[config.mk]
export PLATFORM = sky130hd
export DESIGN_NAME = creg_subsystem
export DESIGN_NICKNAME = d
export VERILOG_FILES = /design/src/verilog/creg_pkg.sv /design/src/verilog/creg_subsystem.sv /design/src/verilog/control_registers.sv /design/src/verilog/trap_sequencer.sv /design/src/verilog/apb_creg_bridge.sv
export SDC_FILE = /design/constraint.sdc
export NUM_CORES = 2
export LEC_CHECK = 0
export BUFFER_PORTS_ARGS = -buffer_cell sky130_fd_sc_hd__buf_4
export CAP_MARGIN = 20
export CELL_PAD_IN_SITES_DETAIL_PLACEMENT = 1
export CELL_PAD_IN_SITES_GLOBAL_PLACEMENT = 1
export CORE_MARGIN = 3
export CORE_UTILIZATION = 33
export DETAILED_ROUTE_END_ITERATION = 7
export MAX_ROUTING_LAYER = met4
export PLACE_DENSITY_LB_ADDON = 0.1
export SYNTH_ARGS = -nofsm -noshare
export SYNTH_HDL_FRONTEND = slang
export SYNTH_SLANG_ARGS = --single-unit
[constraint.sdc]
create_clock -name clk -period 48.5 [get_ports clk]
set_clock_uncertainty 0.15 [all_clocks]
set_input_delay 4.85 -clock clk [delete_from_list [all_inputs] [get_ports clk]]
set_output_delay 4.85 -clock clk [all_outputs]
set_load 0.005 [all_outputs]
[src/verilog/creg_pkg.sv]
// Shared types and widths for the control register subsystem
// Data word, register indexes, trap reasons and address field positions

package creg_pkg;

    typedef logic [31:0] scalar_t;

    localparam ASID_WIDTH = 8;
    localparam SUBCYCLE_WIDTH = 4;

    // Address layout of an APB register access
    localparam REG_INDEX_LSB = 2;
    localparam THREAD_INDEX_LSB = 7;

    typedef logic [SUBCYCLE_WIDTH - 1:0] subcycle_t;

    typedef enum logic [4:0] {
        CR_FLAGS            = 5'd0,
        CR_SAVED_FLAGS      = 5'd1,
        CR_THREAD_ID        = 5'd2,
        CR_TRAP_PC          = 5'd3,
        CR_TRAP_REASON      = 5'd4,
        CR_TRAP_HANDLER     = 5'd5,
        CR_TRAP_ADDRESS     = 5'd6,
        CR_TLB_MISS_HANDLER = 5'd7,
        CR_CYCLE_COUNT      = 5'd8,
        CR_SCRATCHPAD0      = 5'd9,
        CR_SCRATCHPAD1      = 5'd10,
        CR_SUBCYCLE         = 5'd11,
        CR_CURRENT_ASID     = 5'd12
    } control_register_t;

    typedef enum logic [3:0] {
        TR_RESET,
        TR_ILLEGAL_INSTRUCTION,
        TR_PRIVILEGED_OP,
        TR_INTERRUPT,
        TR_SYSCALL,
        TR_UNALIGNED_ACCESS,
        TR_PAGE_FAULT,
        TR_ITLB_MISS,
        TR_DTLB_MISS
    } trap_reason_t;

endpackage
[src/verilog/creg_subsystem.sv]
// Control register subsystem top level
// APB bridge and trap sequencer feeding the register file

`timescale 1ns/10ps

module creg_subsystem
    import creg_pkg::*;
    #(parameter NUM_THREADS = 4,
    parameter CORE_ID = 0,
    localparam THREAD_IDX_WIDTH = $clog2(NUM_THREADS))
    (input                                  clk,
    input                                   reset,

    // APB slave port
    input                                   psel,
    input                                   penable,
    input                                   pwrite,
    input [11:0]                            paddr,
    input scalar_t                          pwdata,
    output scalar_t                         prdata,
    output logic                            pready,
    output logic                            pslverr,

    // Trap and return port
    input                                   trap_valid,
    input trap_reason_t                     trap_reason,
    input scalar_t                          trap_pc,
    input scalar_t                          trap_access_addr,
    input [THREAD_IDX_WIDTH - 1:0]          trap_thread,
    input subcycle_t                        trap_subcycle,
    input                                   eret_valid,
    input [THREAD_IDX_WIDTH - 1:0]          eret_thread,
    output logic                            eret_ready,

    // Current state
    output logic [NUM_THREADS - 1:0]        mmu_en,
    output logic [NUM_THREADS - 1:0]        supervisor_en,
    output logic [NUM_THREADS - 1:0]        interrupt_en,
    output logic [ASID_WIDTH - 1:0]         current_asid[NUM_THREADS],
    output scalar_t                         eret_address[NUM_THREADS],
    output scalar_t                         trap_handler,
    output scalar_t                         tlb_miss_handler);

    // Bridge to register file
    logic creg_write_en;
    logic creg_read_en;
    logic [THREAD_IDX_WIDTH - 1:0] creg_thread;
    control_register_t creg_index;
    scalar_t creg_write_val;
    scalar_t creg_read_val;

    // Sequencer to register file
    logic seq_trap;
    trap_reason_t seq_trap_reason;
    scalar_t seq_trap_pc;
    scalar_t seq_trap_access_addr;
    logic [THREAD_IDX_WIDTH - 1:0] seq_trap_thread;
    subcycle_t seq_trap_subcycle;
    logic seq_eret;
    logic [THREAD_IDX_WIDTH - 1:0] seq_eret_thread;

    apb_creg_bridge #(.NUM_THREADS(NUM_THREADS)) apb_creg_bridge(.*);

    trap_sequencer #(.NUM_THREADS(NUM_THREADS)) trap_sequencer(.*);

    control_registers #(
        .NUM_THREADS(NUM_THREADS),
        .CORE_ID(CORE_ID)
    ) control_registers(.*);

endmodule

[src/verilog/control_registers.sv]
// Per-thread flags, ASID, two-level trap state and scratchpads
// Global handler addresses, cycle counter and registered read port

`timescale 1ns/10ps

module control_registers
    import creg_pkg::*;
    #(parameter NUM_THREADS = 4,
    parameter CORE_ID = 0,
    localparam THREAD_IDX_WIDTH = $clog2(NUM_THREADS))
    (input                                  clk,
    input                                   reset,

    // From APB bridge
    input                                   creg_write_en,
    input                                   creg_read_en,
    input [THREAD_IDX_WIDTH - 1:0]          creg_thread,
    input control_register_t                creg_index,
    input scalar_t                          creg_write_val,
    output scalar_t                         creg_read_val,

    // From trap sequencer
    input                                   seq_trap,
    input trap_reason_t                     seq_trap_reason,
    input scalar_t                          seq_trap_pc,
    input scalar_t                          seq_trap_access_addr,
    input [THREAD_IDX_WIDTH - 1:0]          seq_trap_thread,
    input subcycle_t                        seq_trap_subcycle,
    input                                   seq_eret,
    input [THREAD_IDX_WIDTH - 1:0]          seq_eret_thread,

    // Current state
    output logic [NUM_THREADS - 1:0]        mmu_en,
    output logic [NUM_THREADS - 1:0]        supervisor_en,
    output logic [NUM_THREADS - 1:0]        interrupt_en,
    output logic [ASID_WIDTH - 1:0]         current_asid[NUM_THREADS],
    output scalar_t                         eret_address[NUM_THREADS],
    output scalar_t                         trap_handler,
    output scalar_t                         tlb_miss_handler);

    // Level 0 is the active trap, level 1 the one it interrupted
    logic [NUM_THREADS - 1:0] supervisor_saved[2];
    logic [NUM_THREADS - 1:0] mmu_saved[2];
    logic [NUM_THREADS - 1:0] interrupt_saved[2];
    trap_reason_t reason_saved[2][NUM_THREADS];
    scalar_t trap_pc_saved[2][NUM_THREADS];
    scalar_t access_addr_saved[2][NUM_THREADS];
    subcycle_t subcycle_saved[2][NUM_THREADS];
    scalar_t scratchpad[2][NUM_THREADS][2];
    scalar_t cycle_count;

    assign eret_address = trap_pc_saved[0];

    always_ff @(posedge clk, posedge reset)
    begin
        if (reset)
        begin
            for (int lvl = 0; lvl < 2; lvl++)
            begin
                supervisor_saved[lvl] <= '0;
                mmu_saved[lvl] <= '0;
                interrupt_saved[lvl] <= '0;
                for (int t = 0; t < NUM_THREADS; t++)
                begin
                    reason_saved[lvl][t] <= TR_RESET;
                    trap_pc_saved[lvl][t] <= '0;
                    access_addr_saved[lvl][t] <= '0;
                    subcycle_saved[lvl][t] <= '0;
                    scratchpad[lvl][t][0] <= '0;
                    scratchpad[lvl][t][1] <= '0;
                end
            end

            for (int t = 0; t < NUM_THREADS; t++)
                current_asid[t] <= '0;

            // Threads come up in supervisor mode
            supervisor_en <= '1;
            mmu_en <= '0;
            interrupt_en <= '0;
            trap_handler <= '0;
            tlb_miss_handler <= '0;
            cycle_count <= '0;
        end
        else
        begin
            cycle_count <= cycle_count + 1;

            if (seq_trap)
            begin
                // Push level 0 of the trapping thread down
                supervisor_saved[1][seq_trap_thread] <= supervisor_saved[0][seq_trap_thread];
                mmu_saved[1][seq_trap_thread] <= mmu_saved[0][seq_trap_thread];
                interrupt_saved[1][seq_trap_thread] <= interrupt_saved[0][seq_trap_thread];
                reason_saved[1][seq_trap_thread] <= reason_saved[0][seq_trap_thread];
                trap_pc_saved[1][seq_trap_thread] <= trap_pc_saved[0][seq_trap_thread];
                access_addr_saved[1][seq_trap_thread] <= access_addr_saved[0][seq_trap_thread];
                subcycle_saved[1][seq_trap_thread] <= subcycle_saved[0][seq_trap_thread];
                scratchpad[1][seq_trap_thread] <= scratchpad[0][seq_trap_thread];

                // Save current flags and record the trap
                supervisor_saved[0][seq_trap_thread] <= supervisor_en[seq_trap_thread];
                mmu_saved[0][seq_trap_thread] <= mmu_en[seq_trap_thread];
                interrupt_saved[0][seq_trap_thread] <= interrupt_en[seq_trap_thread];
                reason_saved[0][seq_trap_thread] <= seq_trap_reason;
                trap_pc_saved[0][seq_trap_thread] <= seq_trap_pc;
                access_addr_saved[0][seq_trap_thread] <= seq_trap_access_addr;
                subcycle_saved[0][seq_trap_thread] <= seq_trap_subcycle;

                interrupt_en[seq_trap_thread] <= 1'b0;
                supervisor_en[seq_trap_thread] <= 1'b1;
                if (seq_trap_reason == TR_ITLB_MISS || seq_trap_reason == TR_DTLB_MISS)
                    mmu_en[seq_trap_thread] <= 1'b0;
            end
            else if (seq_eret)
            begin
                supervisor_en[seq_eret_thread] <= supervisor_saved[0][seq_eret_thread];
                mmu_en[seq_eret_thread] <= mmu_saved[0][seq_eret_thread];
                interrupt_en[seq_eret_thread] <= interrupt_saved[0][seq_eret_thread];

                // Pop the nested level back up
                supervisor_saved[0][seq_eret_thread] <= supervisor_saved[1][seq_eret_thread];
                mmu_saved[0][seq_eret_thread] <= mmu_saved[1][seq_eret_thread];
                interrupt_saved[0][seq_eret_thread] <= interrupt_saved[1][seq_eret_thread];
                reason_saved[0][seq_eret_thread] <= reason_saved[1][seq_eret_thread];
                trap_pc_saved[0][seq_eret_thread] <= trap_pc_saved[1][seq_eret_thread];
                access_addr_saved[0][seq_eret_thread] <= access_addr_saved[1][seq_eret_thread];
                subcycle_saved[0][seq_eret_thread] <= subcycle_saved[1][seq_eret_thread];
                scratchpad[0][seq_eret_thread] <= scratchpad[1][seq_eret_thread];
            end

            // Register writes come last so they override a trap on the same edge
            if (creg_write_en)
            begin
                case (creg_index)
                    CR_FLAGS:
                    begin
                        supervisor_en[creg_thread] <= creg_write_val[2];
                        mmu_en[creg_thread] <= creg_write_val[1];
                        interrupt_en[creg_thread] <= creg_write_val[0];
                    end

                    CR_SAVED_FLAGS:
                    begin
                        supervisor_saved[0][creg_thread] <= creg_write_val[2];
                        mmu_saved[0][creg_thread] <= creg_write_val[1];
                        interrupt_saved[0][creg_thread] <= creg_write_val[0];
                    end

                    CR_TRAP_PC:          trap_pc_saved[0][creg_thread] <= creg_write_val;
                    CR_TRAP_HANDLER:     trap_handler <= creg_write_val;
                    CR_TLB_MISS_HANDLER: tlb_miss_handler <= creg_write_val;
                    CR_SCRATCHPAD0:      scratchpad[0][creg_thread][0] <= creg_write_val;
                    CR_SCRATCHPAD1:      scratchpad[0][creg_thread][1] <= creg_write_val;
                    CR_SUBCYCLE:
                        subcycle_saved[0][creg_thread] <= creg_write_val[SUBCYCLE_WIDTH - 1:0];
                    CR_CURRENT_ASID:
                        current_asid[creg_thread] <= creg_write_val[ASID_WIDTH - 1:0];
                    default:
                        ;
                endcase
            end
        end
    end

    always_ff @(posedge clk)
    begin
        if (creg_read_en)
        begin
            case (creg_index)
                CR_FLAGS:
                    creg_read_val <= scalar_t'({supervisor_en[creg_thread],
                        mmu_en[creg_thread], interrupt_en[creg_thread]});
                CR_SAVED_FLAGS:
                    creg_read_val <= scalar_t'({supervisor_saved[0][creg_thread],
                        mmu_saved[0][creg_thread], interrupt_saved[0][creg_thread]});
                CR_THREAD_ID:
                    creg_read_val <= scalar_t'(CORE_ID * NUM_THREADS) + scalar_t'(creg_thread);
                CR_TRAP_PC:          creg_read_val <= trap_pc_saved[0][creg_thread];
                CR_TRAP_REASON:      creg_read_val <= scalar_t'(reason_saved[0][creg_thread]);
                CR_TRAP_HANDLER:     creg_read_val <= trap_handler;
                CR_TRAP_ADDRESS:     creg_read_val <= access_addr_saved[0][creg_thread];
                CR_TLB_MISS_HANDLER: creg_read_val <= tlb_miss_handler;
                CR_CYCLE_COUNT:      creg_read_val <= cycle_count;
                CR_SCRATCHPAD0:      creg_read_val <= scratchpad[0][creg_thread][0];
                CR_SCRATCHPAD1:      creg_read_val <= scratchpad[0][creg_thread][1];
                CR_SUBCYCLE:         creg_read_val <= scalar_t'(subcycle_saved[0][creg_thread]);
                CR_CURRENT_ASID:     creg_read_val <= scalar_t'(current_asid[creg_thread]);
                default:             creg_read_val <= 32'hffffffff;
            endcase
        end
    end

    // Bridge issues one strobe per transfer
    read_write_exclusive: assert property (@(posedge clk) disable iff (reset)
        !(creg_write_en && creg_read_en));

endmodule

[src/verilog/trap_sequencer.sv]
// Trap and return sequencer, one register stage ahead of the register file
// Traps win over returns, which wait on eret_ready

`timescale 1ns/10ps

module trap_sequencer
    import creg_pkg::*;
    #(parameter NUM_THREADS = 4,
    localparam THREAD_IDX_WIDTH = $clog2(NUM_THREADS))
    (input                                  clk,
    input                                   reset,

    // Trap and return port
    input                                   trap_valid,
    input trap_reason_t                     trap_reason,
    input scalar_t                          trap_pc,
    input scalar_t                          trap_access_addr,
    input [THREAD_IDX_WIDTH - 1:0]          trap_thread,
    input subcycle_t                        trap_subcycle,
    input                                   eret_valid,
    input [THREAD_IDX_WIDTH - 1:0]          eret_thread,
    output logic                            eret_ready,

    // To register file
    output logic                            seq_trap,
    output trap_reason_t                    seq_trap_reason,
    output scalar_t                         seq_trap_pc,
    output scalar_t                         seq_trap_access_addr,
    output logic [THREAD_IDX_WIDTH - 1:0]   seq_trap_thread,
    output subcycle_t                       seq_trap_subcycle,
    output logic                            seq_eret,
    output logic [THREAD_IDX_WIDTH - 1:0]   seq_eret_thread);

    // A trap in this cycle holds off any return
    assign eret_ready = !trap_valid;

    always_ff @(posedge clk, posedge reset)
    begin
        if (reset)
        begin
            seq_trap <= 1'b0;
            seq_eret <= 1'b0;
        end
        else
        begin
            seq_trap <= trap_valid;
            seq_eret <= eret_valid && eret_ready;
        end
    end

    // Event payload
    always_ff @(posedge clk)
    begin
        if (trap_valid)
        begin
            seq_trap_reason <= trap_reason;
            seq_trap_pc <= trap_pc;
            seq_trap_access_addr <= trap_access_addr;
            seq_trap_thread <= trap_thread;
            seq_trap_subcycle <= trap_subcycle;
        end

        if (eret_valid && eret_ready)
            seq_eret_thread <= eret_thread;
    end

    seq_events_exclusive: assert property (@(posedge clk) disable iff (reset)
        !(seq_trap && seq_eret));

    // A held-off return stays put until it is taken
    eret_held_stable: assert property (@(posedge clk) disable iff (reset)
        eret_valid && !eret_ready |=> eret_valid && $stable(eret_thread));

endmodule

[src/verilog/apb_creg_bridge.sv]
// APB slave front end for the control registers
// Address decode, access strobes and one wait state per transfer

`timescale 1ns/10ps

module apb_creg_bridge
    import creg_pkg::*;
    #(parameter NUM_THREADS = 4,
    localparam THREAD_IDX_WIDTH = $clog2(NUM_THREADS))
    (input                                  clk,
    input                                   reset,

    // APB slave port
    input                                   psel,
    input                                   penable,
    input                                   pwrite,
    input [11:0]                            paddr,
    input scalar_t                          pwdata,
    output scalar_t                         prdata,
    output logic                            pready,
    output logic                            pslverr,

    // Register file access
    output logic                            creg_write_en,
    output logic                            creg_read_en,
    output logic [THREAD_IDX_WIDTH - 1:0]   creg_thread,
    output control_register_t               creg_index,
    output scalar_t                         creg_write_val,
    input scalar_t                          creg_read_val);

    // First bit above the thread index, must read as zero
    localparam UPPER_LSB = THREAD_INDEX_LSB + THREAD_IDX_WIDTH;

    logic access_first;
    logic addr_bad;

    // First access cycle, pready is still low there
    assign access_first = psel && penable && !pready;

    assign addr_bad = (paddr[1:0] != 2'b00) || (paddr[11:UPPER_LSB] != '0);

    // One strobe per transfer, none for a bad address
    assign creg_write_en = access_first && pwrite && !addr_bad;
    assign creg_read_en = access_first && !pwrite && !addr_bad;

    assign creg_thread = paddr[THREAD_INDEX_LSB +: THREAD_IDX_WIDTH];
    assign creg_index = control_register_t'(paddr[REG_INDEX_LSB +: $bits(control_register_t)]);
    assign creg_write_val = pwdata;

    // Register file holds the read value captured at the strobe
    assign prdata = pslverr ? '0 : creg_read_val;

    always_ff @(posedge clk, posedge reset)
    begin
        if (reset)
        begin
            pready <= 1'b0;
            pslverr <= 1'b0;
        end
        else
        begin
            pready <= access_first;
            pslverr <= access_first && addr_bad;
        end
    end

    // Host must hold psel through the access phase
    penable_needs_psel: assert property (@(posedge clk) disable iff (reset)
        penable |-> psel);

endmodule

After elaboration in Yosys (flattened, before gate mapping):

Cells that the tools add are included.

* $add $sub $neg: 1
* multiply operators: 0
* divide/modulo/power cells: 0
* $lt $le $gt $ge: 12
* eq/ne operators: 14
* shift operators: 0
* muxes and demuxes: 192
* bitwise logic cells: 7
* reductions and logical operators: 27

Operators with widths (count)
* $bwmux W256: 4
* $bwmux W128: 7
* $mux W128: 6
* $mux W256: 3
* $mux W64: 9
* $mux W32: 17
* $demux W64 S2: 4
* $pmux W256 S2: 1
* $pmux W32 S13: 1
* $bmux W32 S2: 6
* $bmux W64 S2: 3
* $demux W32 S2: 3
* $mux W4: 40
* $bwmux W16: 7
* $mux W16: 6
* $bwmux W4: 18
* $bmux W4 S2: 6
* $bmux W1 S2: 18
* $add A32 B1 Y32 const B: 1
* $bwmux W32: 1
* $eq A5 B4 Y1 const B: 5
* $demux W4 S2: 3
* $mux W8: 3
* $mux W1: 21
* other kinds (23): 60

* register bits after elaboration: 1364
* bits in latches: 0
* bits in writable memories: 0
* bits in read-only memories: 0
* input bits: 127
* output and inout port bits: 271
* logic and storage cells: 328
* memories kept: 0

Depth between registers and ports, before layout:

* depth after elaboration: 11
* mapped depth: 9
* mapped depth without buffers: 5

Cells and area by module:

Synthesis repeated with hierarchy kept, for this count alone.

* cell total of the unflattened synthesis: 5981
* area total of the unflattened synthesis: 67190.7 sq um

By module, submodules not included
* control_registers: times used 1, cells each 5817, area an instance 64217.8 sq um, seq. area each 32296.0 sq um
* trap_sequencer: times used 1, cells each 81, area an instance 2346.0 sq um, seq. area each 2332.2 sq um
* apb_creg_bridge: times used 1, cells each 83, area an instance 626.9 sq um, seq. area each 50.0 sq um

Worst setup path after synthesis:

Ideal clock, no wire load.

* path type: input port to output port
* start: input trap_valid
* end: output eret_ready
* arrival time: 4893 ps
* data required time: 43500 ps
* path slack: 38607 ps
* cell stages on the path: 1
* path buffers: 0
* cell sequence: inv_1

* word-level cells in the longest chain between the ends: 1

RTL lines
* start, declared: RTL line creg_subsystem.sv:25 `input trap_valid,`
* $logic_not A1 Y1: RTL line trap_sequencer.sv:35 `assign eret_ready = !trap_valid;`
* end, declared: RTL line creg_subsystem.sv:33 `output logic eret_ready,`

No other way between the ends.

Worst setup path in the final report:

Same ends and word-level chain as after synthesis.

==> flow_metrics.env <==
export IMPL_slew_viol_final=0
export IMPL_powerDensity_nw_per_um2=42.49
export IMPL_cts_inserted_buffers=164
export IMPL_synth_nets=5375
export IMPL_final_hold_violation_count=0
export IMPL_core_um2=195200
export IMPL_grt_pass1_vias=48375
export IMPL_fin_cells=8088
export IMPL_place_hpwl_um=158300
export IMPL_cts_tree="yes"
export IMPL_drive_above_1_share_pct=36.60
export IMPL_synth_seq_cells=1364
export IMPL_yosys_most_used_dff="dfrtp_1"
export IMPL_p_leak_uw=0.03393
export IMPL_hold_buffers=0
export IMPL_post_cts_repair_setup_buffers=0
export IMPL_io_buffers=397
export IMPL_fin_setup_tns_ns=0
export IMPL_gp_congestion=0.8054
export IMPL_finish_instance_area_um2=74760
export IMPL_finalSetupViolations=0
export IMPL_seq_area_frac_synth_pct=53.39
export IMPL_rsz0062_at_grt="no"
export IMPL_syn_cell_area_um2=64950
export IMPL_synth_area_per_cell_um2=12.38
export IMPL_end_kind="output port"
export IMPL_dp_cells=7776
export IMPL_fin_crit_sh_pct=21.36
export IMPL_cp_required_ns=43.50
export IMPL_cp_arrival_ns=5.36
export IMPL_dr_pass1_iters=6
export IMPL_slew_headroom_pct=21.68
export IMPL_ys_warn_count=0
export IMPL_overflow=0
export IMPL_hold_path_class="reg2reg"
export IMPL_tightest_slew_ns=1.175
export IMPL_grt_total_usage_pct=25.77
export IMPL_layout_min_cycle_time_ns=10.36
export IMPL_die_w_um=449.6
export IMPL_clockBufferDepth=3
export IMPL_wl_um=256300
export IMPL_io_pin_count=398
export IMPL_nets=5448
export IMPL_wire_per_inst_um=31.68
export IMPL_place_area_um2=69400
export IMPL_irDropWorstVdd_mv=0.02848
export IMPL_outcome="finished clean"
export IMPL_synth_edff_count=108
export IMPL_critPathMaxFanout=9
export IMPL_finalPower_uw=3176
export IMPL_die_h_um=449.6
export IMPL_clk_pin_slew_ns=0.06
export IMPL_initial_core_util_pct=33.27
export IMPL_htree_levels=4
export IMPL_syn_to_final_growth_pct=15.11
export IMPL_final_antenna_net_count=0
export IMPL_grt_pass1_wl_um=369700
export IMPL_vias_per_cell=5.577
export IMPL_ys_types=57
export IMPL_fillerInstances=20438
export IMPL_ys_async_sr_fraction_pct=92.08
export IMPL_dieArea_um2=202200
export IMPL_clock_sinks=1364
export IMPL_netlist_instances=5247
export IMPL_vias=45107
export IMPL_cts_resized=0
export IMPL_critPathKind="in2out"
export IMPL_fmax_ghz=0.09655
export IMPL_grt_start_max_net_pins=167
export IMPL_ctsRootBufferMaster="clkbuf_16"
export IMPL_cap_violations=0
export IMPL_drt_iter0_markers=3106
export IMPL_cp_start_kind="input port"
export IMPL_rows=162
export IMPL_clk_latency_ns=0.80
export IMPL_antenna_found_initial=12
export IMPL_route_detailed_drc=0
[sequential cells by signal (all words and copies together) (netlist names), 4 cells and up]
| register | cells |
|---|---|
| control_registers.access_addr_saved | 256 |
| control_registers.creg_read_val | 32 |
| control_registers.current_asid | 32 |
| control_registers.cycle_count | 32 |
| control_registers.eret_address | 128 |
| control_registers.interrupt_en | 4 |
| control_registers.interrupt_saved | 8 |
| control_registers.mmu_en | 4 |
| control_registers.mmu_saved | 8 |
| control_registers.reason_saved | 32 |
| control_registers.scratchpad | 512 |
| control_registers.subcycle_saved | 32 |
| control_registers.supervisor_en | 4 |
| control_registers.supervisor_saved | 8 |
| control_registers.tlb_miss_handler | 32 |
| control_registers.trap_handler | 32 |
| control_registers.trap_pc_saved | 128 |
| trap_sequencer.seq_trap_access_addr | 32 |
| trap_sequencer.seq_trap_pc | 32 |
| trap_sequencer.seq_trap_reason | 4 |
| trap_sequencer.seq_trap_subcycle | 4 |
[path summary, 6_finish.rpt]
| check | cells past startpoint | endpoint | startpoint | slack (ns) |
|---|---|---|---|---|
| min reg2reg | 1 | control_registers.cycle_count[31]$_DFF_PP0_ | control_registers.cycle_count[31]$_DFF_PP0_ | 0.32 |
| max reg2reg | 7 | control_registers.scratchpad[506]$_DFF_PP0_ | trap_sequencer.seq_trap$_DFF_PP0_ | 43.44 |
| max in group asynchronous | 5 | control_registers.access_addr_saved[24]$_DFFE_PP0P_ | reset | 41.15 |
| max | 3 | eret_ready | trap_valid | 38.14 |
| min | 1 | control_registers.cycle_count[31]$_DFF_PP0_ | control_registers.cycle_count[31]$_DFF_PP0_ | 0.32 |
| min in group asynchronous | 2 | control_registers.eret_address[8]$_DFF_PP0_ | reset | 4.04 |
[placed cells by master (no fill, tap or decap), types with 34 or more instances in the layout]
cell	count
a22o_1	65
a31oi_1	150
nor2b_1	34
a22oi_1	315
mux4_2	150
mux2i_1	59
edfxtp_1	108
nor4_1	194
buf_4	491
nand2_1	874
dfrtp_1	1250
clkbuf_1	49
mux2_1	62
a21oi_1	45
mux2_2	1006
clkbuf_16	168
[per-layer routing]
metal	global-route usage, %	part of all wire [%]	vias up
met4	9.485	3.8	0
met3	2.921	3.5	350
met1	32.94	44	24538
met2	42.25	49	965
li1	-	-	19254
met5	-	0	-
[critical path: stages]
cell and delay (ns):
buf_4 0.21, inv_1 0.14, buf_4 0.16
[power breakdown]
| part | internal [uW] | leakage, uW | switching [uW] |
|---|---|---|---|
| clock | 714 | 0.00262 | 517 |
| combinational | 226 | 0.0139 | 240 |
| sequential | 1330 | 0.0174 | 147 |
| total | 2270 | 0.0339 | 905 |
[stage by stage]
stage                     hold WS (ns)  util [%]  worst slack, ns
final                           0.3210     38.30            38.14
after global routing            0.3476     38.30            38.07
after CTS                       0.3236     38.26            38.04
after detailed placement        0.3103     35.55            38.04
after global placement          0.3029     35.55            38.05
after floorplan                 0.2902         -            8.112
[kinds of logic (layout without fill, tap and decap cells)]
logic type,count (synthesis),in the layout,synth area share [%]
compound gates,643,643,7.076
xor+xnor,30,30,0.4046
fa+ha+maj,1,1,0.01926
buf+inv,612,819,4.720
flops,1364,1364,53.39
mux,1306,1306,25.30
other cells,0,10,0
simple gates,1291,1291,9.089
[area by class of cell]
cell class,instances,area (um2),share of cell area [%]
antenna,10,25.02,0.03347
inverter,16,67.56,0.09038
tap,2624,3283,4.392
timing repair buffer,503,3931,5.259
multi-input combinational,3271,27490,36.77
clock buffer,250,4842,6.477
clock inverter,50,437.9,0.5858
sequential,1364,34680,46.39
[Yosys cell counts (19+ instances only)]
cell,n,area (um2)
a21o_1,22,165.2
a21oi_1,45,225.2
a22o_1,65,569.3
a22oi_1,315,2365
a31oi_1,154,963.4
and3_1,28,175.2
buf_1,32,120.1
buf_2,95,475.5
buf_4,137,1028
clkbuf_1,314,1179
dfrtp_1,1252,31330
edfxtp_1,108,3243
mux2_1,62,698.2
mux2_2,1006,11330
mux2_4,29,435.4
mux2i_1,59,590.6
mux4_2,150,3378
nand2_1,877,3292
nand3_1,19,95.09
nor2_1,21,78.83
nor2b_1,37,231.5
nor4_1,195,1220
or3_1,28,175.2
or4_1,20,150.1
xor2_1,20,175.2
No activity file was read; power rests on OpenSTA's default activity.
